--- config.mk ---
export PLATFORM = sky130hd
export DESIGN_NAME = front_end_top
export DESIGN_NICKNAME = d
export VERILOG_FILES = /design/src/front_pkg.sv /design/src/pc_gen.sv /design/src/fetch_wb_master.sv /design/src/pipe_slot.sv /design/src/jal_predecode.sv /design/src/front_end_top.sv
export VERILOG_INCLUDE_DIRS = /design/src /design/src/src
export SDC_FILE = /design/constraint.sdc
export NUM_CORES = 1
export LEC_CHECK = 0
export BUFFER_PORTS_ARGS = -buffer_cell sky130_fd_sc_hd__buf_2
export CELL_PAD_IN_SITES_DETAIL_PLACEMENT = 0
export CELL_PAD_IN_SITES_GLOBAL_PLACEMENT = 1
export CORE_MARGIN = 8
export CORE_UTILIZATION = 40
export CTS_CLUSTER_DIAMETER = 100
export CTS_CLUSTER_SIZE = 30
export DETAILED_ROUTE_END_ITERATION = 7
export HOLD_SLACK_MARGIN = 0.05
export PLACE_DENSITY_LB_ADDON = 0.1
export SYNTH_ARGS = -nofsm -noshare
export SYNTH_HDL_FRONTEND = slang
export SYNTH_SLANG_ARGS = --single-unit
export TNS_END_PERCENT = 30
--- constraint.sdc ---
create_clock -name clk -period 7.05 [get_ports clk]
set_clock_uncertainty 0.15 [all_clocks]
set_input_delay 1.0575 -clock clk [delete_from_list [all_inputs] [get_ports clk]]
set_output_delay 1.0575 -clock clk [all_outputs]
set_load 0.1 [all_outputs]
--- src/front_config.svh ---
`ifndef FRONT_CONFIG_SVH
`define FRONT_CONFIG_SVH

// integer register and address width
`define XLEN 64

// first fetch address after reset
`define PC_RESET_ADDR 64'h0000_0000_8000_0000

// buffer slots between the fetch master and the predecoder
`define SLOT_COUNT 3

// major opcode of jal, instr[6:0]
`define OPC_JAL 7'b110_1111

`endif

--- src/front_pkg.sv ---
`include "front_config.svh"

package front_pkg;

  // generic pc redirect, used for branch and jal
  typedef struct packed {
    logic             valid;
    logic [`XLEN-1:0] target;
  } redirect_t;

  // trap redirect from the memory stage
  typedef struct packed {
    logic             valid;
    logic             fencei;  // resume at target + 4
    logic [`XLEN-1:0] target;
  } trap_redirect_t;

  // one fetched instruction and where it came from
  typedef struct packed {
    logic [`XLEN-1:0] pc;
    logic [31:0]      instr;
  } fetch_pkt_t;

  // wishbone classic master outputs
  typedef struct packed {
    logic             cyc;
    logic             stb;
    logic             we;
    logic [`XLEN-1:0] adr;
    logic [3:0]       sel;
  } wb_req_t;

  // wishbone classic slave answer
  typedef struct packed {
    logic        ack;
    logic [31:0] dat;
  } wb_rsp_t;

endpackage

--- src/pc_gen.sv ---
`include "front_config.svh"

module pc_gen import front_pkg::*; (
  input  logic             clk,
  input  logic             rst_n_i,
  input  redirect_t        branch_i,          // from execute
  input  trap_redirect_t   trap_i,            // from memory stage
  input  redirect_t        jal_i,             // from the predecoder
  input  logic             fetch_accept_i,    // packet pushed into slot 0
  output logic [`XLEN-1:0] pc_o,
  output logic             redirect_taken_o
);

  logic [`XLEN-1:0] pc_q;
  logic [`XLEN-1:0] pc_next;
  logic [`XLEN-1:0] add_base;
  logic [`XLEN-1:0] add_base_plus4;
  logic             pc_wen;

  // one adder serves both sequential fetch and the fence.i resume
  assign add_base       = (trap_i.valid && trap_i.fencei) ? trap_i.target : pc_q;
  assign add_base_plus4 = add_base + `XLEN'd4;

  // older stages win: trap, then branch, then jal
  always_comb begin
    if (trap_i.valid && trap_i.fencei) begin
      pc_next = add_base_plus4;
    end else if (trap_i.valid) begin
      pc_next = trap_i.target;
    end else if (branch_i.valid) begin
      pc_next = branch_i.target;
    end else if (jal_i.valid) begin
      pc_next = jal_i.target;
    end else begin
      pc_next = add_base_plus4;  // sequential
    end
  end

  assign redirect_taken_o = trap_i.valid || branch_i.valid || jal_i.valid;

  // hold while the fetch is not yet accepted downstream
  assign pc_wen = redirect_taken_o || fetch_accept_i;

  always_ff @(posedge clk or negedge rst_n_i) begin
    if (!rst_n_i) begin
      pc_q <= `PC_RESET_ADDR;
    end else if (pc_wen) begin
      pc_q <= pc_next;
    end
  end

  assign pc_o = pc_q;

endmodule

--- src/fetch_wb_master.sv ---
`include "front_config.svh"

module fetch_wb_master import front_pkg::*; (
  input  logic             clk,
  input  logic             rst_n_i,
  input  logic [`XLEN-1:0] pc_i,
  input  logic             flush_i,         // redirect taken this cycle
  input  wb_rsp_t          wb_rsp_i,
  input  logic             pkt_ready_i,     // slot 0 can take a packet
  output wb_req_t          wb_req_o,
  output fetch_pkt_t       pkt_o,
  output logic             pkt_valid_o,
  output logic             fetch_accept_o
);

  typedef enum logic [1:0] {
    FS_IDLE,  // bus quiet, may start next cycle
    FS_BUSY,  // cyc and stb up, waiting for ack
    FS_HOLD   // data returned but slot 0 was full
  } fetch_state_e;

  fetch_state_e     state_q;
  logic             req_q;
  logic             stale_q;     // a redirect passed during this cycle
  logic [`XLEN-1:0] adr_q;       // also the pc of the packet
  logic [31:0]      instr_q;
  logic             ack_live;
  logic             start;

  // never start on a redirect edge, pc_i is still the old value there
  assign start = (state_q == FS_IDLE) && !flush_i;

  // a response counts only if no redirect touched this cycle
  assign ack_live = (state_q == FS_BUSY) && wb_rsp_i.ack && !stale_q && !flush_i;

  always_comb begin
    pkt_o.pc    = adr_q;
    pkt_o.instr = (state_q == FS_HOLD) ? instr_q : wb_rsp_i.dat;
  end

  assign pkt_valid_o    = ack_live || ((state_q == FS_HOLD) && !flush_i);
  assign fetch_accept_o = pkt_valid_o && pkt_ready_i;

  // read only, full word lanes
  always_comb begin
    wb_req_o.cyc = req_q;
    wb_req_o.stb = req_q;
    wb_req_o.we  = 1'b0;
    wb_req_o.adr = adr_q;
    wb_req_o.sel = 4'hf;
  end

  always_ff @(posedge clk or negedge rst_n_i) begin
    if (!rst_n_i) begin
      state_q <= FS_IDLE;
      req_q   <= 1'b0;
      stale_q <= 1'b0;
    end else begin
      case (state_q)
        FS_IDLE: begin
          if (start) begin
            state_q <= FS_BUSY;
            req_q   <= 1'b1;
            stale_q <= 1'b0;
          end
        end
        FS_BUSY: begin
          if (wb_rsp_i.ack) begin
            req_q   <= 1'b0;  // stb drops at least one cycle
            state_q <= (ack_live && !pkt_ready_i) ? FS_HOLD : FS_IDLE;
          end else if (flush_i) begin
            stale_q <= 1'b1;  // classic bus cannot abort, just drop the data
          end
        end
        FS_HOLD: begin
          // leave on push, or drop the packet on a redirect
          if (flush_i || pkt_ready_i) begin
            state_q <= FS_IDLE;
          end
        end
        default: state_q <= FS_IDLE;
      endcase
    end
  end

  always_ff @(posedge clk) begin
    if (start) begin
      adr_q <= pc_i;
    end
    if (ack_live && !pkt_ready_i) begin
      instr_q <= wb_rsp_i.dat;  // back-pressure, keep the word
    end
  end

endmodule

--- src/pipe_slot.sv ---
module pipe_slot #(
  parameter type payload_t = logic
) (
  input  logic     clk,
  input  logic     rst_n_i,
  input  logic     flush_i,
  input  payload_t in_i,
  input  logic     in_valid_i,
  input  logic     out_ready_i,
  output logic     in_ready_o,
  output payload_t out_o,
  output logic     out_valid_o
);

  logic     valid_q;
  payload_t data_q;

  // free slot, or the item leaves this cycle
  assign in_ready_o = !valid_q || out_ready_i;

  always_ff @(posedge clk or negedge rst_n_i) begin
    if (!rst_n_i) begin
      valid_q <= 1'b0;
    end else if (flush_i) begin
      valid_q <= 1'b0;  // also beats a push on the same edge
    end else if (in_ready_o) begin
      valid_q <= in_valid_i;
    end
  end

  always_ff @(posedge clk) begin
    if (in_valid_i && in_ready_o) begin
      data_q <= in_i;
    end
  end

  assign out_o       = data_q;
  assign out_valid_o = valid_q;

endmodule

--- src/jal_predecode.sv ---
`include "front_config.svh"

module jal_predecode import front_pkg::*; (
  input  logic       clk,
  input  logic       rst_n_i,
  input  fetch_pkt_t head_i,          // last slot of the chain
  input  logic       head_valid_i,
  input  logic       issue_ready_i,   // decode stage can take it
  input  logic       ext_redirect_i,  // branch or trap this cycle
  output logic       head_ready_o,
  output fetch_pkt_t issue_o,
  output logic       issue_valid_o,
  output redirect_t  jal_o
);

  logic             settle_q;  // one cycle after a jal redirect
  logic             issue_en;
  logic             is_jal;
  logic [`XLEN-1:0] jal_imm;

  assign is_jal = (head_i.instr[6:0] == `OPC_JAL);

  // J-type immediate, sign extended to XLEN
  assign jal_imm = {
    {(`XLEN - 21){head_i.instr[31]}},
    head_i.instr[31],
    head_i.instr[19:12],
    head_i.instr[20],
    head_i.instr[30:21],
    1'b0
  };

  // older redirects own this cycle, the head is younger
  assign issue_en = !ext_redirect_i && !settle_q;

  assign issue_o       = head_i;
  assign issue_valid_o = head_valid_i && issue_en;
  assign head_ready_o  = issue_ready_i && issue_en;  // only pop what is issued

  // redirect together with the jal issue itself
  assign jal_o.valid  = issue_valid_o && issue_ready_i && is_jal;
  assign jal_o.target = head_i.pc + jal_imm;

  always_ff @(posedge clk or negedge rst_n_i) begin
    if (!rst_n_i) begin
      settle_q <= 1'b0;
    end else begin
      settle_q <= jal_o.valid;
    end
  end

endmodule

--- src/front_end_top.sv ---
`include "front_config.svh"

module front_end_top import front_pkg::*; (
  input  logic           clk,
  input  logic           rst_n_i,
  input  redirect_t      branch_i,
  input  trap_redirect_t trap_i,
  output wb_req_t        wb_req_o,
  input  wb_rsp_t        wb_rsp_i,
  output fetch_pkt_t     issue_o,
  output logic           issue_valid_o,
  input  logic           issue_ready_i
);

  logic [`XLEN-1:0]    pc;
  logic                redirect_taken;
  logic                fetch_accept;
  logic                slot_flush;
  logic                ext_redirect;
  redirect_t           jal_redirect;

  // chain index 0 is the fetch master, k+1 the output of slot k
  fetch_pkt_t          chain_data [`SLOT_COUNT + 1];
  logic [`SLOT_COUNT:0] chain_valid;
  logic [`SLOT_COUNT:0] chain_ready;

  assign ext_redirect = branch_i.valid || trap_i.valid;
  assign slot_flush   = redirect_taken || jal_redirect.valid;

  pc_gen u_pc_gen (
    .clk              (clk),
    .rst_n_i          (rst_n_i),
    .branch_i         (branch_i),
    .trap_i           (trap_i),
    .jal_i            (jal_redirect),
    .fetch_accept_i   (fetch_accept),
    .pc_o             (pc),
    .redirect_taken_o (redirect_taken)
  );

  fetch_wb_master u_fetch (
    .clk            (clk),
    .rst_n_i        (rst_n_i),
    .pc_i           (pc),
    .flush_i        (redirect_taken),
    .wb_rsp_i       (wb_rsp_i),
    .pkt_ready_i    (chain_ready[0]),
    .wb_req_o       (wb_req_o),
    .pkt_o          (chain_data[0]),
    .pkt_valid_o    (chain_valid[0]),
    .fetch_accept_o (fetch_accept)
  );

  for (genvar k = 0; k < `SLOT_COUNT; k++) begin : g_slot
    pipe_slot #(
      .payload_t (fetch_pkt_t)
    ) u_slot (
      .clk         (clk),
      .rst_n_i     (rst_n_i),
      .flush_i     (slot_flush),
      .in_i        (chain_data[k]),
      .in_valid_i  (chain_valid[k]),
      .out_ready_i (chain_ready[k + 1]),
      .in_ready_o  (chain_ready[k]),
      .out_o       (chain_data[k + 1]),
      .out_valid_o (chain_valid[k + 1])
    );
  end

  jal_predecode u_predecode (
    .clk            (clk),
    .rst_n_i        (rst_n_i),
    .head_i         (chain_data[`SLOT_COUNT]),
    .head_valid_i   (chain_valid[`SLOT_COUNT]),
    .issue_ready_i  (issue_ready_i),
    .ext_redirect_i (ext_redirect),
    .head_ready_o   (chain_ready[`SLOT_COUNT]),
    .issue_o        (issue_o),
    .issue_valid_o  (issue_valid_o),
    .jal_o          (jal_redirect)
  );

endmodule

* Word-level counts from Yosys, hierarchy flattened
Cells that the tools add are included.
** Storage, ports and cells
- Register bits :: 456
- Output and inout bits :: 168
** Cells by class
- Add/subtract/negate cells :: 2
- Equal/unequal tests :: 8
- Multiplexer cells :: 24
- Reductions and logical operators :: 40
** Operator list (number)
- $mux 64 :: 5
- $add 64x3->64 const B :: 1
- $add 64x64->64 :: 1
- $mux 32 :: 1
- $logic_and 1x1->1 :: 15
- $mux 1 :: 11
- $logic_or 1x1->1 :: 9
- $logic_not 1->1 :: 8
- $mux 2 :: 4
- $ne 2x2->1 const B :: 4
- $reduce_bool 2->1 :: 4
- $eq 7x7->1 const B :: 1
- $pmux 2 s3 :: 1
- $reduce_and 3->1 :: 2
- $pmux 1 s2 :: 2
- $reduce_and 4->1 :: 1
- $eq 2x1->1 const B :: 1
- $eq 2x2->1 const B :: 1
- $logic_not 2->1 :: 1
- $ne 2x1->1 const B :: 1

* Logic depth before layout (Yosys ltp)
Gate-level depths: netlist (run 1).
- Depth in word-level cells :: 13
- Gate-level depth with buffers :: 23
- Depth with buffers taken out :: 13

* Hierarchy
From an unflattened synthesis (run 1), not the netlist that was laid out.
** Unflattened totals
- Cell total of the unflattened synthesis :: 2228
- Area total of the unflattened synthesis :: 24961.4 um^2
** By module, submodules not included
- pipe_slot :: times used 3, cells an instance 101, area an instance 2942.8 um^2, seq. area each 2907.8 um^2
- pc_gen :: times used 1, cells an instance 1025, area an instance 7382.1 um^2, seq. area each 1602.8 um^2
- jal_predecode :: times used 1, cells an instance 671, area an instance 4551.9 um^2, seq. area each 25.0 um^2
- fetch_wb_master :: times used 1, cells an instance 227, area an instance 4186.5 um^2, seq. area each 2982.9 um^2
- front_end_top :: times used 1, cells an instance 2, area an instance 12.5 um^2, seq. area each 0.0 um^2

* Worst setup path before layout (run 1)
No wires, ideal clock.
- Kind :: in2reg
- Start point :: input trap_i[65] in the netlist's numbering
- End point :: register u_fetch.adr_q[0] (enable)
- Arrival time :: 6.656 ns
- Data required time :: 6.336 ns
- Setup slack :: -0.320 ns
- Stages :: 7
- Path buffers :: 4
- Cells stage by stage :: buf_2 buf_2 buf_1 nor2_1 nand2_1 clkbuf_1 nor3_1
** On the way
- Cells in the longest elaborated chain, start to end :: 9
** RTL lines
- start: declaration :: line front_end_top.sv:7 : input trap_redirect_t trap_i,
- $logic_or 1x1->1 * :: line pc_gen.sv:39, front_end_top.sv:27
- $logic_not 1->1 :: line jal_predecode.sv:34 : assign issue_en = !ext_redirect_i && !settle_q;
- $logic_and 1x1->1 :: line jal_predecode.sv:34
- $logic_and 1x1->1 :: line jal_predecode.sv:37 : assign issue_valid_o = head_valid_i && issue_en;
- $logic_and 1x1->1 (2 in series) :: line jal_predecode.sv:41 : assign jal_o.valid = issue_valid_o && issue_ready_i && is_jal;
- $logic_or 1x1->1 * :: line pc_gen.sv:39 : assign redirect_taken_o = trap_i.valid || branch_i.valid || jal_i.valid;
- $logic_not 1->1 * :: line fetch_wb_master.sv:31 : assign start = (state_q == FS_IDLE) && !flush_i;
- $logic_and 1x1->1 * :: line fetch_wb_master.sv:31
- via u_fetch.start :: line fetch_wb_master.sv:28 : logic start;
- end signal: assignment :: line fetch_wb_master.sv:88 : adr_q <= pc_i;
- end: declaration :: line fetch_wb_master.sv:25 : logic [`XLEN-1:0] adr_q;
The timed path passes the listed nets; every way through them passes the cells marked *.
A chain may end at the register's enable or synchronous reset.

* Final worst setup path (run 1)
- Start point :: input trap_i[65] in the netlist's numbering
- End point :: register u_pc_gen.pc_q[53] (netlist: u_pc_gen.pc_o[53])
** On the way
- Cells in the longest elaborated chain, start to end :: 12
- Elaborated cells between the ends (all ways) :: 24
- Classes of those cells :: add/sub (1); mux (5); reduce/logical (18)
** RTL lines
- parallel branches: the longest is 12 deep, another holds $add 64x3->64
- end signal: assignment :: line pc_gen.sv:46 : pc_q <= `PC_RESET_ADDR;
- end signal: assignment :: line pc_gen.sv:48 : pc_q <= pc_next;
- end: declaration :: line pc_gen.sv:14 : logic [`XLEN-1:0] pc_q;
Parallel ways; which one is timed is not known.

==> flow_summary.yaml, run 1 <==
setup_path:
  worst-setup-path-type: "primary input to flop"
  critPathTopFamily: "simple AND/OR/NAND/NOR gates"
  cp_max_fo: 47
  cp.required_ns: 7.42
  critical_path_arrival_ns: 5.66
  critPathSlowestCell: "or4b_2"
  cp-start-kind: "primary input"
  crit_chain: "buf_4, and2_4, mux2i_1, nor4_4, nand4_2, nand4bb_1, or4b_2, xnor2_1, a221oi_1, a21oi_1, o21ai_0"
  worst-path-buf-inv: 1
  slowest_delay_ns: 0.92
  end_kind: "flop"
floorplanning:
  die_x_um: 263
  placementRows: 90
  core-area_um2: 60400
  io_pins: 335
  die_h_um: 263
  initial_core_util: 0.404
  dieArea_um2: 69100
layout:
  drive_above_1_share: 0.204
  final_area_um2: 26500
  final_nets: 2531
  instances_no_fill: 3108
  layout_common_cells: "edfxtp_1 (384), buf_2 (327), nand2_1 (192)"
  fillers: 5825
  areaGrowthSynthToFinish_pct: 8.70
  final_common_cell: "edfxtp_1"
logic_synthesis:
  syn_area_um2: 24400
  synth_top_family_by_area: "compound AO/OA/AOI/OAI gates"
  synth_cell_types: 83
  synth_area_leaders: "edfxtp_1 (47%), dfrtp_1 (7.3%), buf_4 (5.2%)"
  synth-edff-count: 384
  synth_area_leader_cell: "edfxtp_1"
  synth_compound_area_frac: 0.142
  synthMuxAreaShare: 0.0347
  yosysWarnings: 0
  synth.avg_cell_area_um2: 11.1
  syn_inst: 2190
  synth-async-reset-ratio: 0.158
  ys_ff_latch: 456
  synth_simple_gate_area_frac: 0.113
  yosysSeqAreaShare: 0.547
  synthAdderAreaFrac: 0.0331
  synthFlopType: "edfxtp_1"
  synth_xor_xnor_area_share: 0.0531
  yosysTopAreaCellShare: 0.473
sta:
  rsz0062_at_grt: "no"
  setup_tns_ns: 0
  hold_viol_final: 0
  fmax_mhz: 189
  slew_headroom: 0.241
  setup-violations-final: 0
  slew_viol_final: 0
  worstMarginPinSlew_ns: 1.13
  period_share: 0.751
  final.min_clock_period_ns: 5.29
grt:
  antenna_found_initial: 23
  grt_max_degree: 56
  grt_pass1_wl_um: 119000
  overflow: 0
  grt_pass1_vias: 17600
  grt_use_total: 0.225
routing:
  drtIter0Drc: 1628
  drc: 0
  vias: 17700
  dr.pass1.iters: 6
  routed_wire_length_per_instance_um: 26.1
  ant_nets: 0
  via_per_inst: 5.70
  wirelength_um: 81100
clocking:
  root_buffer: "clkbuf_16"
  cts.sinks: 456
  clkTransAtPathRegs_ns: 0.12
  cts_tree: "built"
  cts_max_path_buffers: 3
  cts_setup_buffers: 0
  cts_hold_buf: 0
  clk_latency_ns: 0.61
  cts_buffers: 24
  ctsHtreeMaxLevel: 1
  ctsResizeCount: 0
place:
  hpwl_um: 59900
  gp_congestion: 0.877
  placed_area_um2: 25600
  io_buffer_count: 329
  placed_cells: 3056
flow_run:
  cap_viol_max_count: 0
status:
  status: "completed"
power_and_ir_drop:
  total_power_mw: 5.65
  powerDensity_nw_per_um2: 213
  leakage_nw: 9.73
  ir_drop_uv: 216
min_path:
  hp-class: "primary input to async pin"
-- path summary, 6_finish.rpt --
check                                      startpoint                    endpoint  slack, ns  depth (start not counted)
setup / recovery                           trap_i[65]           u_pc_gen.pc_o[53]       1.76                         11
hold / removal                                rst_n_i           u_pc_gen.pc_o[55]       0.17                          1
setup reg to reg           g_slot[2].u_slot.out_o[22]           u_pc_gen.pc_o[56]       2.25                         11
hold reg to reg            g_slot[1].u_slot.out_o[39]  g_slot[2].u_slot.out_o[39]       0.25                          0
max in group asynchronous                     rst_n_i            u_pc_gen.pc_o[8]       5.30                          2
min in group clk           g_slot[1].u_slot.out_o[39]  g_slot[2].u_slot.out_o[39]       0.25                          0
-- cell families (layout without fill, tap and decap cells) --
| kind of cell | count (synthesis) | in the layout |
|---|---|---|
| other | 2 | 14 |
| xor gates and xnor gates | 148 | 148 |
| DFF | 456 | 456 |
| and+or+nand+nor | 571 | 571 |
| muxes | 80 | 80 |
| AOI/OAI and AO/OA | 548 | 548 |
| buffers and inverters | 321 | 445 |
| adders and majority gates | 64 | 64 |
-- registers in the layout (all words and copies together) (netlist names), 2 cells and up --
name / count
u_fetch.adr_q: 64
g_slot.u_slot.out_o: 288
u_fetch.instr_q: 32
u_fetch.state_q: 2
g_slot.u_slot.out_valid_o: 3
u_pc_gen.pc_o: 64
-- per-stage QoR --
| step | setup WS (ns) | hold slack [ns] | util |
|---|---|---|---|
| after floorplan | 0.808 | 0.250 | - |
| after global placement | 1.13 | 0.250 | 0.425 |
| after detailed placement | 1.08 | 0.255 | 0.425 |
| after CTS | 1.73 | 0.146 | 0.439 |
| after global routing | 1.44 | 0.155 | 0.439 |
| final | 1.76 | 0.171 | 0.439 |
-- layout make-up --
type,instances,area [µm²],share of cell area
tap,782,978,0.0369
timing repair buffer,364,1940,0.0731
multi-input combinational,1416,9240,0.349
sequential,456,13300,0.503
clock buffer,31,627,0.0236
antenna,9,22.5,0.000849
clock inverter,12,228,0.00859
inverter,38,143,0.00538
-- Yosys cell counts, types with 56 or more instances --
master      n
edfxtp_1  384
nand2_1   194
buf_4     169
a21oi_1   166
nor2_1    133
o21ai_0   124
xnor2_1    92
clkbuf_1   90
dfrtp_1    71
nand3_1    70
ha_1       63
nand4_1    56
xor2_1     56
-- metal layers --
layer | up-vias | routed length [µm] | global-route usage
met5 | - | 133 | 0
met4 | 22 | 1180 | 0.0374
met3 | 91 | 6000 | 0.0485
met2 | 633 | 37500 | 0.367
met1 | 8792 | 36200 | 0.311
li1 | 8172 | - | -
-- power breakdown --
| group | total (mW) | internal (mW) | leakage, nW | switching, mW |
|---|---|---|---|---|
| sequential | 3.15 | 3.03 | 4.33 | 0.124 |
| combinational | 0.780 | 0.228 | 5.00 | 0.552 |
| clock | 1.73 | 0.699 | 0.397 | 1.03 |
| total | 5.65 | 3.95 | 9.73 | 1.70 |
Note: power is estimated with default switching activity, not from simulation.
==> run 2: changes to the inputs <==
==> constraint.sdc (replaced) <==
create_clock -name clk -period 5.5 [get_ports clk]
set_clock_uncertainty 0.15 [all_clocks]
set_input_delay 0.825 -clock clk [delete_from_list [all_inputs] [get_ports clk]]
set_output_delay 0.825 -clock clk [all_outputs]
set_load 0.1 [all_outputs]
==> run 2 against run 1 <==
Net effect:
- global-route usage grew 0.14 points
- hold slack gained 0.074 ns
- sequential cell count is the same
- first-iteration DRC count shrank 12%
- highest routed layer unchanged
==> flow_summary.yaml, run 2 (synthesized netlist as in run 1, its figures left out) <==
min_path:
  hp-class: "primary input to flop"
  hold_depth: 1
routing:
  via_per_inst: 5.73
  wirelength_um: 81500
  vias: 17800
  dr.pass1.iters: 8
  ant_nets: 0
  drc: 0
  routed_wire_length_per_instance_um: 26.1
  drtIter0Drc: 1427
power_and_ir_drop:
  seq_power_share: 0.542
  ir_drop_uv: 244
  leakage_nw: 9.81
  p_switching_mw: 2.26
  swShare: 0.304
  clock_power_share: 0.323
  intPower_mw: 5.18
  combPwrFrac: 0.135
  total_power_mw: 7.45
  powerDensity_nw_per_um2: 279
status:
  status: "completed"
layout:
  final_nets: 2537
  drive_above_1_share: 0.208
  instances_no_fill: 3115
  layout_common_cells: "edfxtp_1 (384), buf_2 (327), nand2_1 (192)"
  areaGrowthSynthToFinish_pct: 9.49
  largest_reg_flops: 288
  fillers: 5826
  final_common_cell: "edfxtp_1"
grt:
  overflow: 0
  grt_pass1_wl_um: 120000
  grt_max_degree: 94
  antenna_found_initial: 24
  grt_use_total: 0.226
  grt_pass1_vias: 17700
setup_path:
  cp_max_fo: 9
  r2r_cells: 11
  worst-setup-path-type: "flop to flop"
  critical_path_arrival_ns: 4.82
  cp.required_ns: 5.84
  end_kind: "flop"
  cp-start-kind: "flop"
clocking:
  cts_max_path_buffers: 3
  cts_tree: "built"
  clk_latency_ns: 0.62
  ctsHtreeMaxLevel: 1
  cts_setup_buffers: 0
  cts.sinks: 456
  cts_hold_buf: 1
  ctsResizeCount: 0
  clkTransAtPathRegs_ns: 0.11
  cts_buffers: 26
  root_buffer: "clkbuf_16"
floorplanning:
  dieArea_um2: 69100
  io_pins: 335
  initial_core_util: 0.404
  core-area_um2: 60400
  die_h_um: 263
  die_x_um: 263
  placementRows: 90
flow_run:
  cap_viol_max_count: 0
sta:
  worstMarginPinSlew_ns: 1.14
  final.min_clock_period_ns: 4.48
  fmax_mhz: 223
  rsz0062_at_grt: "no"
  slew_headroom: 0.240
  setup-violations-final: 0
  period_share: 0.815
  hold_viol_final: 0
  slew_viol_final: 0
place:
  gp_congestion: 0.873
  hpwl_um: 60000
  io_buffer_count: 329
  placed_cells: 3059
run 2: final cells by class:
class / count / area (µm²) / area share
Multi-Input combinational cell: 1416 / 9240 / 0.346
Sequential cell: 456 / 13300 / 0.499
Antenna cell: 7 / 17.5 / 0.000656
Timing Repair Buffer: 368 / 2000 / 0.0748
Clock buffer: 32 / 694 / 0.0260
Tap cell: 782 / 978 / 0.0366
Inverter: 38 / 143 / 0.00534
Clock inverter: 16 / 299 / 0.0112
run 2: metal layers:
layer,GRT usage,vias up,wire (µm)
met1,0.309,8841,35800
met3,0.0578,132,6650
met5,0,-,199
li1,-,8194,-
met4,0.0546,32,1880
met2,0.359,637,36900
run 2: metrics by stage:
stage	setup slack (ns)	area (µm²)	utilization	hold WS (ns)	TNS [ns]
6_report	1.02	26700	0.442	0.245	0
5_1_grt	0.699	26700	0.442	0.205	0
4_1_cts	1.00	26700	0.442	0.208	0
3_5_place_dp	0.657	25700	0.426	0.255	0
3_3_place_gp	0.694	25700	0.426	0.250	0
2_1_floorplan	-0.509	24400	-	0.250	-16.30
run 2: path summary, 6_finish.rpt:
| kind | slack (ns) | start | endpoint |
|---|---|---|---|
| worst min-delay path | 0.25 | wb_rsp_i[13] | u_fetch.instr_q[13] |
| worst max register to register | 1.02 | g_slot[2].u_slot.out_o[31] | u_pc_gen.pc_o[60] |
| worst min register to register | 0.27 | g_slot[1].u_slot.out_o[80] | g_slot[2].u_slot.out_o[80] |
| min in group asynchronous | 0.57 | rst_n_i | u_pc_gen.pc_o[55] |
| max in group asynchronous | 3.55 | rst_n_i | u_pc_gen.pc_o[37] |
| worst max-delay path | 1.02 | g_slot[2].u_slot.out_o[31] | u_pc_gen.pc_o[60] |
run 2: power by group through the flow:
stage | combinational, mW | sequential (mW) | clock, mW
floorplan | 0.757 | 4.03 | 0
global placement | 0.995 | 4.11 | 0
detailed placement | 1.00 | 4.11 | 0
CTS | 1.01 | 4.04 | 2.48
global route | 1.08 | 4.05 | 2.59
finish | 1.01 | 4.04 | 2.40
run 2: worst max-delay path, stage by stage, from the launching register on:
cell,delay (ns)
edfxtp_1,0.56
ha_1,0.48
nand2_1,0.16
nor4b_1,0.56
nand2_1,0.10
a21oi_1,0.13
a211oi_1,0.11
o21ai_0,0.69
a31oi_1,0.42
o41ai_1,0.58
mux2i_1,0.31
a21oi_1,0.09
==> run 3: changes to the inputs <==
==> constraint.sdc (replaced) <==
create_clock -name clk -period 3.85 [get_ports clk]
set_clock_uncertainty 0.15 [all_clocks]
set_input_delay 0.5775 -clock clk [delete_from_list [all_inputs] [get_ports clk]]
set_output_delay 0.5775 -clock clk [all_outputs]
set_load 0.1 [all_outputs]
==> run 3 against run 2 <==
Net effect:
- non-clock buffer count is 262 higher
- sequential share of layout area fell by 3.9 points
- core utilization increased by 3.8 points
- setup slack worse by 0.83 ns
- power grew 44%
- final area rose by 8.6%
- hold slack got worse by 0.15 ns
- final cell count is 8.3% higher
- register-to-register slack lost 0.83 ns
- critical path depth up 4
- clock power up 40%
==> flow_summary.yaml, run 3 (synthesized netlist as in run 1, its figures left out) <==
status:
  status: "completed"
place:
  gp_congestion: 0.903
  placed_area_um2: 27600
  hpwl_um: 65400
  io_buffer_count: 329
  placed_cells: 3287
layout:
  areaGrowthSynthToFinish_pct: 18.9
  largest_reg_flops: 288
  drive_above_1_share: 0.279
  postLayoutCoreUtil: 0.480
  instances_no_fill: 3373
  final_common_cell: "edfxtp_1"
  final_area_um2: 29000
  layout_common_cells: "edfxtp_1 (384), buf_2 (326), buf_4 (251)"
  final_nets: 2798
power_and_ir_drop:
  combPwrFrac: 0.150
  leakage_nw: 11.1
  swShare: 0.296
  ir_drop_uv: 396
  clock_power_share: 0.314
  intPower_mw: 7.55
  powerDensity_nw_per_um2: 370
  p_switching_mw: 3.18
  seq_power_share: 0.537
floorplanning:
  die_x_um: 263
  initial_core_util: 0.404
  die_h_um: 263
  dieArea_um2: 69100
  io_pins: 335
  core-area_um2: 60400
  placementRows: 90
setup_path:
  worst-r2r-setup-slack_ns: 0.19
  worst-setup-path-type: "flop to flop"
  cp_max_fo: 17
  cp.required_ns: 4.22
  end_kind: "flop"
  cp-start-kind: "flop"
  critical_path_arrival_ns: 4.04
clocking:
  cts_buffers: 25
  ctsHtreeMaxLevel: 1
  root_buffer: "clkbuf_16"
  clkTransAtPathRegs_ns: 0.11
  cts.sinks: 456
  cts_tree: "built"
  clk_latency_ns: 0.60
  cts_max_path_buffers: 3
sta:
  slew_headroom: 0.350
  hold_viol_final: 0
  setup-violations-final: 0
  slew_viol_final: 0
  fmax_mhz: 273
  period_share: 0.952
  whs_ns: 0.0962
  worstMarginPinSlew_ns: 0.976
  final.min_clock_period_ns: 3.66
routing:
  dr_wl_met3_um: 5540
  wl_met2_um: 39600
  drtIter0Drc: 1465
  ant_nets: 0
  wirelength_um: 85300
  vias: 18800
  top_layer: "met5"
  wl_met1_um: 38300
  via_per_inst: 5.57
  routed_wire_length_per_instance_um: 25.3
  drc: 0
  dr.pass1.iters: 6
grt:
  grt_pass1_wl_um: 126000
  antenna_found_initial: 20
  grt_pass1_vias: 18900
  overflow: 0
  grt_use_total: 0.238
  grt_max_degree: 57
flow_run:
  cap_viol_max_count: 0
min_path:
  hp-class: "primary input to flop"
[run 3: layout make-up]
type / instances / area, µm²
inverter: 38 / 143
clock buffer: 30 / 654
antenna: 7 / 17.5
multi-input combinational: 1416 / 9350
clock inverter: 14 / 290
sequential: 456 / 13300
tap: 782 / 978
timing repair buffer: 630 / 4230
fill: 5603 / 31400
[run 3: metal layers]
| metal | up-vias | global-route usage |
|---|---|---|
| met5 | - | 0 |
| li1 | 8710 | - |
| met1 | 9388 | 0.329 |
| met2 | 561 | 0.386 |
| met4 | 22 | 0.0463 |
| met3 | 114 | 0.0494 |
[run 3: final timing paths]
check | endpoint | cells after the start | startpoint
min in group asynchronous | u_pc_gen.pc_o[61] | 2 | rst_n_i
worst max register to register | u_pc_gen.pc_o[58] | 15 | g_slot[2].u_slot.out_o[31]
worst min-delay path | u_pc_gen.pc_o[63] | 3 | branch_i[63]
worst min register to register | g_slot[1].u_slot.out_o[79] | 0 | g_slot[0].u_slot.out_o[79]
worst max-delay path | u_pc_gen.pc_o[58] | 15 | g_slot[2].u_slot.out_o[31]
max in group asynchronous | u_pc_gen.pc_o[30] | 3 | rst_n_i
[run 3: worst max-delay path: stages (launching register included)]
cell       delay (ns)
edfxtp_1         0.44
buf_12           0.18
ha_1             0.32
nand2_1          0.14
nor3_1           0.19
a21boi_0         0.13
a2111oi_1        0.38
buf_4            0.18
nor4_2           0.04
buf_4            0.18
o21ai_1          0.20
a221o_1          0.26
a21oi_1          0.10
buf_4            0.15
or4_1            0.40
a31oi_1          0.13
[run 3: per-stage QoR]
stage	total power, mW	TNS, ns	setup slack (ns)
after CTS	10.8	0	0.0624
after detailed placement	7.44	-0.163	-0.0822
after floorplan	6.86	-108.47	-0.605
final	10.7	0	0.186
after global placement	7.43	0	0.0109
after global routing	11.1	-0.0436	-0.0436
[run 3: power by group through the flow]
stage	logic [mW]	registers, mW	clock network [mW]
after floorplan	1.10	5.76	0
after global placement	1.56	5.87	0
after detailed placement	1.57	5.87	0
after CTS	1.60	5.76	3.47
after global routing	1.72	5.78	3.61
final	1.61	5.76	3.37
[run 3: what timing repair did]
item                                    in CTS  in global routing
endpoints found under the setup margin       0                 11
endpoints found under the hold margin       87                  0
buffers inserted                             0                  0
resized for setup                            0                 11
hold buffers                                35                  0
